**src/hw/cp_config.svh**
```systemverilog
// Width and depth constants for the carry propagation stage
`ifndef CP_CONFIG_SVH
`define CP_CONFIG_SVH

// ----------------------------------------
// Data widths
// ----------------------------------------

// One byte of the coded output stream
`define CP_BYTE_W 8

// Pending 0xFF run counter, enough for a run of 255 bytes
`define CP_RUN_W 8

// ----------------------------------------
// Buffer depths
// ----------------------------------------

// Input chunks waiting for the emitter
`define CP_IN_DEPTH 4

// Resolved bytes waiting for the consumer
`define CP_OUT_DEPTH 4

`endif
```
**src/hw/cp_pkg.sv**
```systemverilog
// Byte, chunk, output beat and run count types of the carry propagation stage
`include "cp_config.svh"

package cp_pkg;

    // ----------------------------------------
    // Data types
    // ----------------------------------------

    typedef logic [`CP_BYTE_W-1:0] byte_t;

    typedef logic [`CP_RUN_W-1:0] run_t;

    // One coder chunk: the carry belongs to the bytes already produced,
    // the data byte is the newest byte of the stream
    typedef struct packed {
        logic  last;
        logic  carry;
        byte_t data;
    } chunk_t;

    // One resolved output byte, last marks the end of a frame
    typedef struct packed {
        logic  last;
        byte_t data;
    } beat_t;

endpackage

```
**src/hw/carry_propagation.sv**
```systemverilog
// Top level of the carry propagation stage with input and output buffering
`include "cp_config.svh"

module carry_propagation (
    input  logic           clk,
    input  logic           rst_n,
    input  logic           in_valid,
    input  cp_pkg::chunk_t in_chunk,
    output logic           in_ready,
    output logic           out_valid,
    output cp_pkg::byte_t  out_byte,
    output logic           out_last,
    input  logic           out_ready
);

    logic           chunk_valid;
    logic           chunk_ready;
    cp_pkg::chunk_t chunk;
    logic           beat_valid;
    logic           beat_ready;
    cp_pkg::beat_t  beat;
    cp_pkg::beat_t  out_beat;
    logic           load;
    logic           settle;
    logic           tracker_clear;
    cp_pkg::byte_t  load_byte;
    logic           carry;
    logic           held_valid;
    cp_pkg::byte_t  resolved_byte;
    cp_pkg::byte_t  fill_byte;
    logic           run_inc;
    logic           run_dec;
    logic           run_clear;
    cp_pkg::run_t   run_count;
    logic           run_empty;

    // ----------------------------------------
    // Input side
    // ----------------------------------------

    stream_fifo #(
        .payload_t (cp_pkg::chunk_t),
        .DEPTH     (`CP_IN_DEPTH)
    ) u_in_fifo (
        .clk       (clk),
        .rst_n     (rst_n),
        .in_valid  (in_valid),
        .in_data   (in_chunk),
        .in_ready  (in_ready),
        .out_valid (chunk_valid),
        .out_data  (chunk),
        .out_ready (chunk_ready)
    );

    // ----------------------------------------
    // Carry resolution
    // ----------------------------------------

    carry_tracker u_carry_tracker (
        .clk           (clk),
        .rst_n         (rst_n),
        .load          (load),
        .settle        (settle),
        .clear         (tracker_clear),
        .load_byte     (load_byte),
        .carry         (carry),
        .held_valid    (held_valid),
        .resolved_byte (resolved_byte),
        .fill_byte     (fill_byte)
    );

    // The count itself is watched by the run limit check
    ff_run_counter u_ff_run_counter (
        .clk       (clk),
        .rst_n     (rst_n),
        .inc       (run_inc),
        .dec       (run_dec),
        .clear     (run_clear),
        .count     (run_count),
        .run_empty (run_empty)
    );

    byte_emitter u_byte_emitter (
        .clk           (clk),
        .rst_n         (rst_n),
        .chunk_valid   (chunk_valid),
        .chunk         (chunk),
        .chunk_ready   (chunk_ready),
        .beat_valid    (beat_valid),
        .beat          (beat),
        .beat_ready    (beat_ready),
        .load          (load),
        .settle        (settle),
        .tracker_clear (tracker_clear),
        .load_byte     (load_byte),
        .carry         (carry),
        .held_valid    (held_valid),
        .resolved_byte (resolved_byte),
        .fill_byte     (fill_byte),
        .run_inc       (run_inc),
        .run_dec       (run_dec),
        .run_clear     (run_clear),
        .run_empty     (run_empty)
    );

    // ----------------------------------------
    // Output side
    // ----------------------------------------

    stream_fifo #(
        .payload_t (cp_pkg::beat_t),
        .DEPTH     (`CP_OUT_DEPTH)
    ) u_out_fifo (
        .clk       (clk),
        .rst_n     (rst_n),
        .in_valid  (beat_valid),
        .in_data   (beat),
        .in_ready  (beat_ready),
        .out_valid (out_valid),
        .out_data  (out_beat),
        .out_ready (out_ready)
    );

    assign out_byte = out_beat.data;
    assign out_last = out_beat.last;

endmodule

```
**src/hw/byte_emitter.sv**
```systemverilog
// Chunk classifier and output sequencing FSM of the carry propagation stage
module byte_emitter (
    input  logic           clk,
    input  logic           rst_n,
    input  logic           chunk_valid,
    input  cp_pkg::chunk_t chunk,
    output logic           chunk_ready,
    output logic           beat_valid,
    output cp_pkg::beat_t  beat,
    input  logic           beat_ready,
    output logic           load,
    output logic           settle,
    output logic           tracker_clear,
    output cp_pkg::byte_t  load_byte,
    output logic           carry,
    input  logic           held_valid,
    input  cp_pkg::byte_t  resolved_byte,
    input  cp_pkg::byte_t  fill_byte,
    output logic           run_inc,
    output logic           run_dec,
    output logic           run_clear,
    input  logic           run_empty
);

    typedef enum logic [2:0] {
        ST_IDLE,
        ST_EMIT_HELD,
        ST_DRAIN,
        ST_FLUSH_HELD,
        ST_FLUSH_RUN
    } state_t;

    state_t        state;
    state_t        state_next;
    cp_pkg::byte_t pend_byte;
    logic          pend_last;
    logic          take;
    logic          is_plain_ff;

    assign chunk_ready = (state == ST_IDLE);
    assign take        = chunk_valid && chunk_ready;
    assign is_plain_ff = !chunk.carry && (chunk.data == 8'hFF);

    // ----------------------------------------
    // Next state and strobes
    // ----------------------------------------

    always_comb begin
        state_next    = state;
        load          = 1'b0;
        settle        = 1'b0;
        tracker_clear = 1'b0;
        load_byte     = chunk.data;
        carry         = 1'b0;
        run_inc       = 1'b0;
        run_dec       = 1'b0;
        run_clear     = 1'b0;
        beat_valid    = 1'b0;
        beat.last     = 1'b0;
        beat.data     = resolved_byte;
        case (state)
            ST_IDLE: begin
                if (take) begin
                    if (!held_valid) begin
                        // First chunk of a frame, its carry has nothing earlier to reach
                        load = 1'b1;
                        if (chunk.last) begin
                            settle     = 1'b1;
                            state_next = ST_FLUSH_HELD;
                        end
                    end else if (is_plain_ff) begin
                        run_inc = 1'b1;
                        if (chunk.last) begin
                            settle     = 1'b1;
                            state_next = ST_FLUSH_HELD;
                        end
                    end else begin
                        settle     = 1'b1;
                        carry      = chunk.carry;
                        state_next = ST_EMIT_HELD;
                    end
                end
            end
            ST_EMIT_HELD: begin
                beat_valid = 1'b1;
                if (beat_ready) begin
                    state_next = ST_DRAIN;
                end
            end
            ST_DRAIN: begin
                beat.data = fill_byte;
                if (run_empty) begin
                    // Run is out, the settling chunk's byte becomes the held byte
                    load      = 1'b1;
                    load_byte = pend_byte;
                    if (pend_last) begin
                        settle     = 1'b1;
                        state_next = ST_FLUSH_HELD;
                    end else begin
                        state_next = ST_IDLE;
                    end
                end else begin
                    beat_valid = 1'b1;
                    run_dec    = beat_ready;
                end
            end
            ST_FLUSH_HELD: begin
                // The run is counted down one step early here, so that
                // run_empty in ST_FLUSH_RUN marks the final byte of the frame
                beat_valid = 1'b1;
                beat.last  = run_empty;
                if (beat_ready) begin
                    if (run_empty) begin
                        tracker_clear = 1'b1;
                        run_clear     = 1'b1;
                        state_next    = ST_IDLE;
                    end else begin
                        run_dec    = 1'b1;
                        state_next = ST_FLUSH_RUN;
                    end
                end
            end
            ST_FLUSH_RUN: begin
                beat_valid = 1'b1;
                beat.data  = fill_byte;
                beat.last  = run_empty;
                if (beat_ready) begin
                    if (run_empty) begin
                        tracker_clear = 1'b1;
                        run_clear     = 1'b1;
                        state_next    = ST_IDLE;
                    end else begin
                        run_dec = 1'b1;
                    end
                end
            end
            default: state_next = ST_IDLE;
        endcase
    end

    // ----------------------------------------
    // Registers
    // ----------------------------------------

    always_ff @(posedge clk) begin
        if (!rst_n) begin
            state     <= ST_IDLE;
            pend_last <= 1'b0;
        end else begin
            state <= state_next;
            if (take) begin
                pend_last <= chunk.last;
            end
        end
    end

    always_ff @(posedge clk) begin
        if (take) begin
            pend_byte <= chunk.data;
        end
    end

endmodule

```
**src/hw/ff_run_counter.sv**
```systemverilog
// Counter of the pending 0xFF run, counting up on arrival and down while draining
module ff_run_counter (
    input  logic         clk,
    input  logic         rst_n,
    input  logic         inc,
    input  logic         dec,
    input  logic         clear,
    output cp_pkg::run_t count,
    output logic         run_empty
);

    localparam cp_pkg::run_t RUN_MAX = '1;

    assign run_empty = (count == '0);

    // ----------------------------------------
    // Count register
    // ----------------------------------------

    always_ff @(posedge clk) begin
        if (!rst_n) begin
            count <= '0;
        end else if (clear) begin
            count <= '0;
        end else if (inc) begin
            // Holds at the top instead of wrapping
            if (count != RUN_MAX) begin
                count <= count + cp_pkg::run_t'(1);
            end
        end else if (dec) begin
            if (!run_empty) begin
                count <= count - cp_pkg::run_t'(1);
            end
        end
    end

endmodule

```
**src/hw/carry_tracker.sv**
```systemverilog
// Holder of the pending byte and the latched carry, giving resolved and fill bytes
module carry_tracker (
    input  logic          clk,
    input  logic          rst_n,
    input  logic          load,
    input  logic          settle,
    input  logic          clear,
    input  cp_pkg::byte_t load_byte,
    input  logic          carry,
    output logic          held_valid,
    output cp_pkg::byte_t resolved_byte,
    output cp_pkg::byte_t fill_byte
);

    cp_pkg::byte_t held_byte;
    logic          carry_q;

    // ----------------------------------------
    // Control state
    // ----------------------------------------

    always_ff @(posedge clk) begin
        if (!rst_n) begin
            held_valid <= 1'b0;
            carry_q    <= 1'b0;
        end else if (clear) begin
            // End of frame, the next chunk starts a fresh stream
            held_valid <= 1'b0;
            carry_q    <= 1'b0;
        end else begin
            if (load) begin
                held_valid <= 1'b1;
            end
            if (settle) begin
                carry_q <= carry;
            end
        end
    end

    always_ff @(posedge clk) begin
        if (load) begin
            held_byte <= load_byte;
        end
    end

    // ----------------------------------------
    // Resolved outputs
    // ----------------------------------------

    // The carry ripples into the held byte modulo 256; a held 0xFF wraps to 0x00
    assign resolved_byte = held_byte + cp_pkg::byte_t'(carry_q);

    // A carry turns each pending 0xFF into 0x00
    assign fill_byte = carry_q ? '0 : '1;

endmodule

```
**src/hw/stream_fifo.sv**
```systemverilog
// Small valid/ready FIFO with a type parameter for its payload
module stream_fifo #(
    parameter type payload_t = logic,
    parameter int  DEPTH     = 4
) (
    input  logic     clk,
    input  logic     rst_n,
    input  logic     in_valid,
    input  payload_t in_data,
    output logic     in_ready,
    output logic     out_valid,
    output payload_t out_data,
    input  logic     out_ready
);

    localparam int PTR_W = (DEPTH > 1) ? $clog2(DEPTH) : 1;
    localparam int CNT_W = $clog2(DEPTH + 1);

    payload_t         mem [DEPTH];
    logic [PTR_W-1:0] wr_ptr;
    logic [PTR_W-1:0] rd_ptr;
    logic [CNT_W-1:0] count;
    logic [CNT_W-1:0] count_next;
    logic             push;
    logic             pop;

    assign push      = in_valid && in_ready;
    assign pop       = out_valid && out_ready;
    assign out_valid = (count != '0);

    // An empty FIFO shows a zero payload, so last never floats high
    assign out_data = out_valid ? mem[rd_ptr] : '0;

    always_comb begin
        count_next = count;
        case ({push, pop})
            2'b10:   count_next = count + 1'b1;
            2'b01:   count_next = count - 1'b1;
            default: count_next = count;
        endcase
    end

    always_ff @(posedge clk) begin
        if (!rst_n) begin
            wr_ptr   <= '0;
            rd_ptr   <= '0;
            count    <= '0;
            in_ready <= 1'b0;
        end else begin
            if (push) begin
                wr_ptr <= (wr_ptr == PTR_W'(DEPTH - 1)) ? '0 : wr_ptr + 1'b1;
            end
            if (pop) begin
                rd_ptr <= (rd_ptr == PTR_W'(DEPTH - 1)) ? '0 : rd_ptr + 1'b1;
            end
            count <= count_next;
            // Registered so that it stays low through reset and drops on full
            in_ready <= (count_next != CNT_W'(DEPTH));
        end
    end

    always_ff @(posedge clk) begin
        if (push) begin
            mem[wr_ptr] <= in_data;
        end
    end

endmodule

```
**config.mk**
```make
export PLATFORM = sky130hd
export DESIGN_NAME = carry_propagation
export DESIGN_NICKNAME = d
export VERILOG_FILES = /design/src/hw/cp_pkg.sv /design/src/hw/carry_propagation.sv /design/src/hw/byte_emitter.sv /design/src/hw/ff_run_counter.sv /design/src/hw/carry_tracker.sv /design/src/hw/stream_fifo.sv
export VERILOG_INCLUDE_DIRS = /design/src /design/src/hw
export SDC_FILE = /design/constraint.sdc
export NUM_CORES = 1
export LEC_CHECK = 0
export ABC_AREA = 1
export BUFFER_PORTS_ARGS = -buffer_cell sky130_fd_sc_hd__buf_4
export CORE_MARGIN = 5
export CORE_UTILIZATION = 61
export DETAILED_ROUTE_END_ITERATION = 8
export GPL_ROUTABILITY_DRIVEN = 0
export PLACE_DENSITY = 0.76
export SYNTH_ARGS = -nofsm -noshare
export SYNTH_HDL_FRONTEND = slang
export SYNTH_SLANG_ARGS = --single-unit
export TNS_END_PERCENT = 20
```
**constraint.sdc**
```tcl
create_clock -name clk -period 3.9 [get_ports clk]
set_clock_uncertainty 0.15 [all_clocks]
set_input_delay 0.39 -clock clk [delete_from_list [all_inputs] [get_ports clk]]
set_output_delay 0.39 -clock clk [all_outputs]
set_load 0.1 [all_outputs]
```
-- Word-level counts from Yosys, hierarchy flattened
Memory sizes are Yosys's and may differ from the RTL's. A register that Yosys moved wholly into a read port is not among the register bits.
Index checks and enable logic that the tools add are counted.
- reduce and logical (&&, ||, !) cells: 17
- bitwise logic cells: 1
- mux-type cells: 63
- eq/ne operators: 24
- add/subtract/negate cells: 11
- operator list (kind ; number):
    8-bit 2-to-1 mux ; 8
    3-bit 2-to-1 mux ; 10
    1-bit 2-to-1 mux ; 27
    2-bit 2-to-1 mux ; 9
    3-bit one-hot mux with 5 select lines ; 1
    2-bit == test, second input constant ; 6
    3-bit one-hot mux with 2 select lines ; 2
    10-bit 2-to-1 mux ; 1
    9-bit 2-to-1 mux ; 1
    2-bit by 1-bit adder with 2-bit output, second input constant ; 4
    8-bit by 1-bit adder with 8-bit output ; 1
    8-bit by 1-bit adder with 8-bit output, second input constant ; 1
    8-bit == test, second input constant ; 1
    8-bit zero test ; 1
    2-bit by 1-bit != test with 1-bit output, second input constant ; 4
    2-bit != test, second input constant ; 4
    8-bit != test, second input constant ; 1
    1-bit one-hot mux with 2 select lines ; 4
    8-bit by 1-bit subtractor with 8-bit output, second input constant ; 1
    3-bit by 1-bit adder with 3-bit output, second input constant ; 2
    3-bit by 2-bit == test with 1-bit output, second input constant ; 2
    3-bit != test, second input constant ; 2
    6-bit AND reduction ; 1
    3-bit nonzero test ; 2
    other kinds (12) ; 20
- bits in writable memories: 76
- memories kept: 2
- output and inout bits: 11
- register bits after elaboration: 46
- memories (memory ; words ; bits a word ; read ports ; clocked after memory_dff ; write ports ; line ; text):
    u_in_fifo.mem ; 4 ; 10 ; 1 ; 1 ; 1 ; stream_fifo.sv:19 ; payload_t mem [DEPTH];
    u_out_fifo.mem ; 4 ; 9 ; 1 ; 1 ; 1 ; stream_fifo.sv:19 ;

-- Logic depth before layout (Yosys ltp)
Gate-level depths: netlist (run 1).
- depth in word-level cells: 10
- mapped depth: 21
- gate-level depth less buffers: 20

-- By module
A second synthesis (run 1) with hierarchy kept.
- cell total of the unflattened synthesis: 636
- area total of the unflattened synthesis: 6045.8 um2
- by module, submodules not included (module ; cells each ; instances ; area an instance (um2)):
    stream_fifo at u_in_fifo ; 183 ; 1 ; 2063.2
    stream_fifo at u_out_fifo ; 171 ; 1 ; 1923.1
    byte_emitter ; 116 ; 1 ; 839.6
    ff_run_counter ; 112 ; 1 ; 708.2
    carry_tracker ; 54 ; 1 ; 511.7

-- Worst setup path after synthesis (run 1)
OpenSTA, ideal clock, no wires.
- path kind: register to output
- from: reg with a tool-made name
- to: out out_byte[6]
- buffers on the path: 2
- data arrival time: 2.543 ns
- setup slack: 0.817 ns
- cell stages (with the launch flop): 7
- cell sequence: dfxtp_1 clkbuf_1 clkbuf_1 nor2_1 nor2_1 o21ai_0 a21oi_1
- RTL lines (item ; line ; text):
    to (decl) ; carry_propagation.sv:11 ; output cp_pkg::byte_t out_byte,

==> results of run 1 <==
==> metal layers <==
layer / global-route usage, % / part of all wire (%) / vias up
met4: 9.29 / 1.7 / 0
met1: 24.9 / 41 / 2002
met5: 0 / 0 / -
li1: - / - / 2145
met3: 3.64 / 4.9 / 19
met2: 37.3 / 52 / 129
==> worst paths after layout <==
path,from,to,slack [ps]
worst max-delay path,flop,u_ff_run_counter.count[6],520
worst min-delay path,rst_n,u_byte_emitter.state[0],20
worst max register to register,flop,u_ff_run_counter.count[6],520
worst min register to register,u_byte_emitter.pend_last,u_byte_emitter.pend_last,350
==> metrics by stage <==
step | cell area [sq um] | std cells | power, mW | hold slack (ps)
after detailed placement | 6190 | 765 | 3.92 | 343
final | 6890 | 807 | 5.55 | 19.9
after CTS | 6890 | 807 | 5.55 | 9.46
after floorplan | 5920 | 622 | 3.50 | 308
after global routing | 6890 | 807 | 5.86 | 48.3
after global placement | 6190 | 765 | 3.84 | 323
==> cell type report <==
cell class,count,area share (%)
Clock buffer,18,6.21
Clock inverter,14,2.61
Inverter,81,4.41
Multi-Input combinational cell,399,30.1
Sequential cell,126,49.9
Tap cell,133,2.41
Timing Repair Buffer,36,4.28
==> power groups by stage <==
stage          registers (mW)  logic, mW  clock network, mW
2_1_floorplan            2.02       1.49                  0
3_3_place_gp             2.04       1.80                  0
3_5_place_dp             2.05       1.86                  0
4_1_cts                  2.03       1.90               1.62
5_1_grt                  2.06       2.12               1.68
6_report                 2.03       1.91               1.61
==> sequential cells by signal, indices dropped and copies added, names as in the netlist, 2 cells and up, named ones only <==
| signal | flops |
|---|---|
| u_byte_emitter.pend_byte | 8 |
| u_in_fifo.count | 3 |
| u_out_fifo.count | 3 |
| u_out_fifo.wr_ptr | 2 |
| u_out_fifo.mem | 36 |
| u_byte_emitter.state | 3 |
| u_in_fifo.wr_ptr | 2 |
| u_ff_run_counter.count | 8 |
| u_in_fifo.rd_ptr | 2 |
| u_in_fifo.mem | 40 |
| u_out_fifo.rd_ptr | 2 |
| u_carry_tracker.held_byte | 8 |
==> kinds of logic after synthesis <==
| family | share of synthesized area (%) |
|---|---|
| AO/OA/AOI/OAI | 8.50 |
| XOR/XNOR | 1.92 |
| adder cells (fa/ha/maj) | 5.45 |
| buffers and inverters | 6.74 |
| flip-flops | 58.2 |
| AND/OR/NAND/NOR | 19.2 |
==> cells in the final DEF (no fill, tap or decap), drive strengths merged, types with 3 or more instances in the layout <==
cell type    synthesis  routed
nand2              141     141
ha                  21      21
buf                  8      26
xor2                 9       9
bufinv               0       3
dlygate4sd3          0      10
fa                   3       3
a31oi                3       3
nand3               35      35
xnor2                4       4
nand4                5       5
dfxtp               34      34
nor3                 4       4
nor2                83      83
clkbuf               8      18
edfxtp              92      92
o21ai               40      40
clkinv               1       4
a21oi               41      41
inv                 80      86
==> critical path: stages (launching register included) <==
cell and delay (ps):
dfxtp_1 590, inv_1 300, nand3_1 160, nand3_1 140, nor2_1 150, nand3_1 140, nor2_1 190, inv_1 170
ha_1 400, nand2_1 70, o21ai_0 250, nand2_1 80, nand2_1 70, a21oi_1 80, xnor2_1 150, a21oi_1 120
nor2_1 50
==> run summary, run 1 <==
Fin crit share: 86.8%
Clock power frac: 29.0%
Switch Pwr: 2.19 mW
Max Clk Rate: 0.295 GHz
Total iterations of the first detailed-routing run: 5
Core Util, Final: 71.5%
Post-synth top cells: nand2_1 (138), edfxtp_1 (92), nor2_1 (81), inv_1 (77), a21oi_1 (40)
CTS Hold Bufs: 10
Comb pwr share: 34.3%
Worst reg2reg path depth: 16
Gate Count Post-Synth: 622
Unique masters post-synth: 35
Top cell type by total area after synthesis: edfxtp_1
Tmin final: 3380 ps
P per Cell Area: 805 mW/mm^2
Final WS setup: 516 ps
Worst Hold Class: in -> reg
Number of buffers created by CTS: 17
I/O Buffers: 24
Seq/Total Area, Yosys: 58.2%
Largest net degree at the start of global routing: 24
Core Area: 0.00964 sq mm
TritonCTS clock tree: done
I/O Pins: 25
Post-synthesis async set-or-reset flop share: 0%
Global route overflow: 0
CTS Buffer Depth: 2
Multi-input logic area: 0.00208 sq mm
Final nets: 699
Reg area: 0.00344 sq mm
Synth Flop Type: edfxtp_1
Wire length per cell: 14.1 um
Critical path arrival: 3650 ps
Total GRT Usage: 21.0%
First-pass GRT wire length: 19200 um
Status: finished clean
Post-route setup TNS: 0 ps
Layout area overhead: 16.5%
Syn avg cell area: 9.52 sq um
Sw Share: 39.4%
Total routed wirelength: 11300 um
Slew HR: 33.9%
Number of DRC markers in iteration 0: 301
Vias: 4295
Crit path capture type: flop
Die height: 109 um
Pint: 3.36 mW
Peak supply drop: 0.482 mV
Antenna Cells: 0
Ys Warns: 0
CP max FO: 12
CTS clock-pin slew for the worst setup and hold paths: 60 ps
Drt drc: 0
CP Class: reg -> reg
Max-cap check violation count: 0
RSZ-0062 raised after global routing: no
Part of the power in registers: 36.7%
Die Area: 0.0118 sq mm
Pins Over Slew Limit: 0
DR vias/cell: 5.32
Hold depth: 3
CP startpoint kind: flop
Crit path required time: 4170 ps
Number of synthesized flops with an enable pin: 92
Later-pin clock latency in the skew report: 520 ps
Dpl hpwl: 7610 um
Final Hold Viols: 0
Top cell type's share of synthesized area: 46.7%
Die width: 109 um
Syn nets: 660
CTS sink cnt: 126
Fillers: 696
Root buffer cell: clkbuf_8
Total leakage power: 2.91 nW
Final setup viols: 0
Most common cell in the netlist: nand2_1
Dpl ws: 600 ps
Post-CTS Resized: 0
Slew @ Worst Pin: 981 ps
Area contributors post-synth: edfxtp_1 (47%), dfxtp_1 (11%), nand2_1 (8.8%), nor2_1 (5.1%), inv_1 (4.9%)
Final ANT Viol Nets: 0
Cell area after synthesis: 0.00592 sq mm
Setup repair bufs after CTS: 0
Initial antenna violation count: 0
Synth Register Bits: 126
H-tree depth: 4
Share of cells above drive strength 1: 11.1%
Initial Util: 61.4%
Vias in the first global route: 4206
Num rows: 36
(Power assumes the default switching activity.)
==> run 2: changes to the inputs <==
CORE_MARGIN = 2   (was 5)
CORE_UTILIZATION = 55   (was 61)
PLACE_DENSITY = 0.72   (was 0.76)
clock period = 2.9 ns   (was 3.9 ns; I/O delays follow)
==> run 2 against run 1 <==
Effect of this change: via count fell by 0.37%; critical endpoint is now u_ff_run_counter.count[7]; largest cell class unchanged; worst setup slack got worse by 370 ps; register-to-register slack got worse by 370 ps; critical path depth rose by 1; core utilization fell by 2.2 points; largest power group is now combinational logic; hold slack improved by 75 ps; sequential cell count did not move; non-clock buffer count rose by 23; highest routed layer unchanged; clock power rose by 35%; cell count rose by 3.2%.
==> run summary, run 2 (same netlist as run 1, synthesis figures left out) <==
Status: finished clean
Vias in the first global route: 4303
Most frequent cells in the layout: nand2_1 (134), edfxtp_1 (92), nor2_1 (79), inv_1 (75), buf_4 (46)
Slew @ Worst Pin: 1030 ps
Drt drc: 0
TritonCTS clock tree: done
Dpl hpwl: 7890 um
Layout area overhead: 21.5%
Total GRT Usage: 22.0%
Later-pin clock latency in the skew report: 510 ps
Final setup viols: 0
Final Hold Viols: 0
Final hold slack: 95.1 ps
Most common cell after layout, fill and taps aside: nand2_1
Global route overflow: 0
Buf/Inv on CP: 2
RSZ-0062 raised after global routing: yes
Pins Over Slew Limit: 0
First-pass GRT wire length: 19800 um
Wire length per cell: 14.1 um
CTS clock-pin slew for the worst setup and hold paths: 60 ps
Die Area: 0.0116 sq mm
CTS sink cnt: 126
Root buffer cell: clkbuf_8
Die height: 108 um
Worst Hold Class: in -> reg
H-tree depth: 4
Initial antenna violation count: 0
Crit path capture type: flop
DR vias/cell: 5.14
Num rows: 37
I/O Pins: 25
I/O Buffers: 24
Critical path, cell by cell: buf_4 > nand2_1 > nand3_1 > nand2_1 > nand2_1 > nor2_2 > nand3_2 > nor2_4 > inv_4 > ha_1 > a21oi_1 > o211ai_1 > nand2_1 > nand2_2 > nand3_1 > nand2_1 > nor2_1
Fin crit share: 95.0%
CP Class: reg -> reg
Number of DRC markers in iteration 0: 250
Most used cell, CP: nand2_1
Total iterations of the first detailed-routing run: 5
Die width: 108 um
Crit path required time: 3160 ps
Finished Cell Area: 0.00719 sq mm
Max Clk Rate: 0.363 GHz
Final ANT Viol Nets: 0
Largest registers: u_in_fifo.mem x40, u_out_fifo.mem x36
Placed instance area: 0.00634 sq mm
Core Area: 0.0104 sq mm
Total routed wirelength: 11800 um
R2r setup slk: 150 ps
P per Cell Area: 1070 mW/mm^2
Tmin final: 2750 ps
Final nets: 722
Slowest CP cell: ha_1
Vias: 4279
Slew HR: 30.4%
Number of buffers created by CTS: 17
Antenna Cells: 0
Share of cells above drive strength 1: 16.4%
Total leakage power: 3.04 nW
Initial Util: 57.1%
Largest register by flop count: u_in_fifo.mem
Critical path arrival: 3010 ps
Peak supply drop: 0.592 mV
CP max stage delay: 390 ps
Max-cap check violation count: 0
CTS Buffer Depth: 2
Largest net degree at the start of global routing: 21
CP startpoint kind: flop
Largest register FFs: 40
CP max FO: 9
Kind of cell adding the most delay to the critical path: simple AND/OR/NAND/NOR gates
[run 2: cell types whose count changed in the layout (fill, tap and decap cells not counted), sizes merged]
cell         delta
inv             +3
buf            +21
dlygate4sd3     +2
clkbuf          -1
clkinvlp        -1
clkinv          -1
[run 2: area by class of cell]
| class | instances | area (sq um) |
|---|---|---|
| clock inverters | 15 | 196 |
| repair buffers | 59 | 480 |
| flip-flops and latches | 126 | 3450 |
| inverters | 81 | 312 |
| fillers | 766 | 3180 |
| well taps | 136 | 170 |
| multi-input cells | 399 | 2170 |
| clock buffers | 17 | 414 |
[run 2: path summary, 6_finish.rpt]
check             cells past startpoint                         to                startpoint
setup / recovery                     17  u_ff_run_counter.count[7]                      flop
hold / removal                        3        u_in_fifo.wr_ptr[1]                  in_valid
setup reg to reg                     17  u_ff_run_counter.count[7]                      flop
hold reg to reg                       2   u_byte_emitter.pend_last  u_byte_emitter.pend_last
[run 2: metal layers]
metal / track usage, % / part of all wire [%] / vias to the layer above
met2: 40.3 / 54 / 87
li1: - / - / 2184
met4: 7.42 / 0.75 / 0
met5: 0 / 0 / -
met3: 4.48 / 3.2 / 10
met1: 25.5 / 42 / 1998
[run 2: worst reg2reg max path, delay by kind of cell (launching register included)]
family / cells / cell delay (ps)
AO/OA/AOI/OAI: 2 / 310
flip-flops: 1 / 370
adder cells (fa/ha/maj): 1 / 390
buffers and inverters: 2 / 270
AND/OR/NAND/NOR: 12 / 1170
[run 2: timing repair]
action / 4_1_cts / 5_1_grt
gates resized for setup: 5 / 21
hold buffers: 12 / 0
pin swaps: 0 / 3
cloned: 0 / 0
buffers inserted: 0 / 1
hold endpoints to repair: 52 / 0
endpoints found under the setup margin: 4 / 7
[run 2: metrics by stage]
step           power (mW)  cells  util [%]  worst slack, ps  TNS (ps)
2_1_floorplan        4.72    622         -            -82.0      -656
3_3_place_gp         5.30    788      61.2             67.0         0
3_5_place_dp         5.41    788      61.2            -77.5      -208
4_1_cts              7.65    832      68.3             23.3         0
5_1_grt              8.12    833      69.4            -97.0      -125
6_report             7.66    833      69.4              145         0
[run 2: power by group]
part           switching, mW  total, mW  internal (mW)
logic                   1.98       2.78          0.793
registers              0.186       2.71           2.52
clock network          0.839       2.18           1.34
==> run 3: changes to the inputs <==
CAP_MARGIN = 20   (was unset)
CORE_UTILIZATION = 61   (was 55)
PLACE_DENSITY = 0.76   (was 0.72)
clock period = 3 ns   (was 2.9 ns; I/O delays follow)
==> run 3 against run 2 <==
Effect of this change: critical path depth unchanged; final area down 1.5%; worst setup slack better by 72 ps; maximum frequency down 1.0%; via count up 0.47%; die area down 9.5%; clock power down 4%; non-clock buffer count down 5; core utilization up 6.6 points; sequential power down 3%; highest routed layer unchanged.
==> run summary, run 3 (same netlist as run 1, synthesis figures left out) <==
H-tree depth: 4
Crit path capture type: flop
CP startpoint kind: flop
Largest register by flop count: u_in_fifo.mem
Pins Over Slew Limit: 0
Vias: 4299
Root buffer cell: clkbuf_8
Total iterations of the first detailed-routing run: 5
Most common cell after layout, fill and taps aside: nand2_1
Crit path required time: 3270 ps
Critical path arrival: 3050 ps
Drt drc: 0
Number of buffers created by CTS: 17
P per Cell Area: 1040 mW/mm^2
Slew HR: 30.7%
Max Clk Rate: 0.359 GHz
Die height: 103 um
Most frequent cells in the layout: nand2_1 (138), edfxtp_1 (92), nor2_1 (80), inv_1 (75), buf_4 (40)
Core Area: 0.00933 sq mm
Worst Hold Class: in -> reg
Largest registers: u_in_fifo.mem x40, u_out_fifo.mem x36
Final Hold Viols: 0
Max-cap check violation count: 0
Final setup viols: 0
First-pass GRT wire length: 18300 um
R2r setup slk: 220 ps
Number of DRC markers in iteration 0: 222
Post-route setup TNS: 0 ps
Final nets: 717
Layout area overhead: 19.7%
Peak supply drop: 0.595 mV
Num rows: 35
Die width: 103 um
Final ANT Viol Nets: 0
Dpl ws: 24.5 ps
Wire length per cell: 13.8 um
Status: finished clean
I/O Pins: 25
CTS Buffer Depth: 2
Tmin final: 2780 ps
Initial antenna violation count: 0
CTS clock-pin slew for the worst setup and hold paths: 60 ps
I/O Buffers: 24
CP Class: reg -> reg
Total routed wirelength: 11300 um
Total leakage power: 3.00 nW
Initial Util: 63.5%
Later-pin clock latency in the skew report: 520 ps
Fillers: 603
Fin crit share: 92.8%
Total GRT Usage: 22.6%
Antenna Cells: 0
CTS sink cnt: 126
Dpl hpwl: 7680 um
Finished Cell Area: 0.00708 sq mm
Final WS setup: 217 ps
Share of cells above drive strength 1: 13.7%
TritonCTS clock tree: done
Vias in the first global route: 4128
Global route overflow: 0
CP max FO: 11
Die Area: 0.0105 sq mm
Placed instance area: 0.00628 sq mm
Slew @ Worst Pin: 1030 ps
Largest net degree at the start of global routing: 23
DR vias/cell: 5.24
Largest register FFs: 40
## run 3: final timing paths
kind / from / endpoint / depth (start not counted)
min: in_valid / u_in_fifo.wr_ptr[1] / 3
max reg2reg: flop / u_ff_run_counter.count[5] / 17
max: flop / u_ff_run_counter.count[5] / 17
min reg2reg: u_carry_tracker.held_valid / u_carry_tracker.held_valid / 2
## run 3: cell type report
type / count / area (sq um) / area share, %
tap: 129 / 161 / 2.28
clock inverter: 14 / 191 / 2.70
timing repair buffer: 54 / 460 / 6.50
clock buffer: 18 / 418 / 5.90
multi-input combinational: 399 / 2090 / 29.5
inverter: 81 / 313 / 4.42
sequential: 126 / 3450 / 48.7
## run 3: worst max-delay path: stages, from the launching register on
cell	delay, ps
dfxtp_1	380
buf_4	210
nand3_1	120
nand2_1	120
nand2_1	70
nor2_1	140
nand3_2	130
nor2_4	140
inv_2	90
ha_1	320
a21oi_2	150
nand2_1	110
nand2_1	80
nand2_1	50
a21oi_1	150
xnor2_1	90
a21oi_1	120
nor2_1	60
## run 3: timing repair
action | in CTS | in global routing
setup buffers | 0 | 4
resized for setup | 2 | 9
endpoints found under the hold margin | 52 | 0
hold buffers | 12 | 0
pin swaps | 0 | 1
setup endpoints to repair | 3 | 5
## run 3: routing by layer
layer | GRT usage, % | routed length (um) | vias to the layer above
li1 | - | - | 2172
met3 | 4.41 | 365 | 19
met5 | 0 | 0 | -
met4 | 9.64 | 207 | 0
met2 | 40.6 | 5910 | 98
met1 | 26.5 | 4840 | 2010
## run 3: where the power goes
part	leakage, nW	internal (mW)	switching [mW]
clock network	0.290	1.35	0.750
logic	1.59	0.753	1.91
registers	1.12	2.44	0.178
## run 3: through the flow
stage          hold slack, ps  util, %  total power [mW]  std cells
2_1_floorplan             249        -              4.55        622
3_3_place_gp              322     67.4              5.09        773
5_1_grt                   158     75.9              7.77        821
4_1_cts                   116     75.2              7.30        817
6_report                  117     75.9              7.38        821
3_5_place_dp              327     67.4              5.19        773
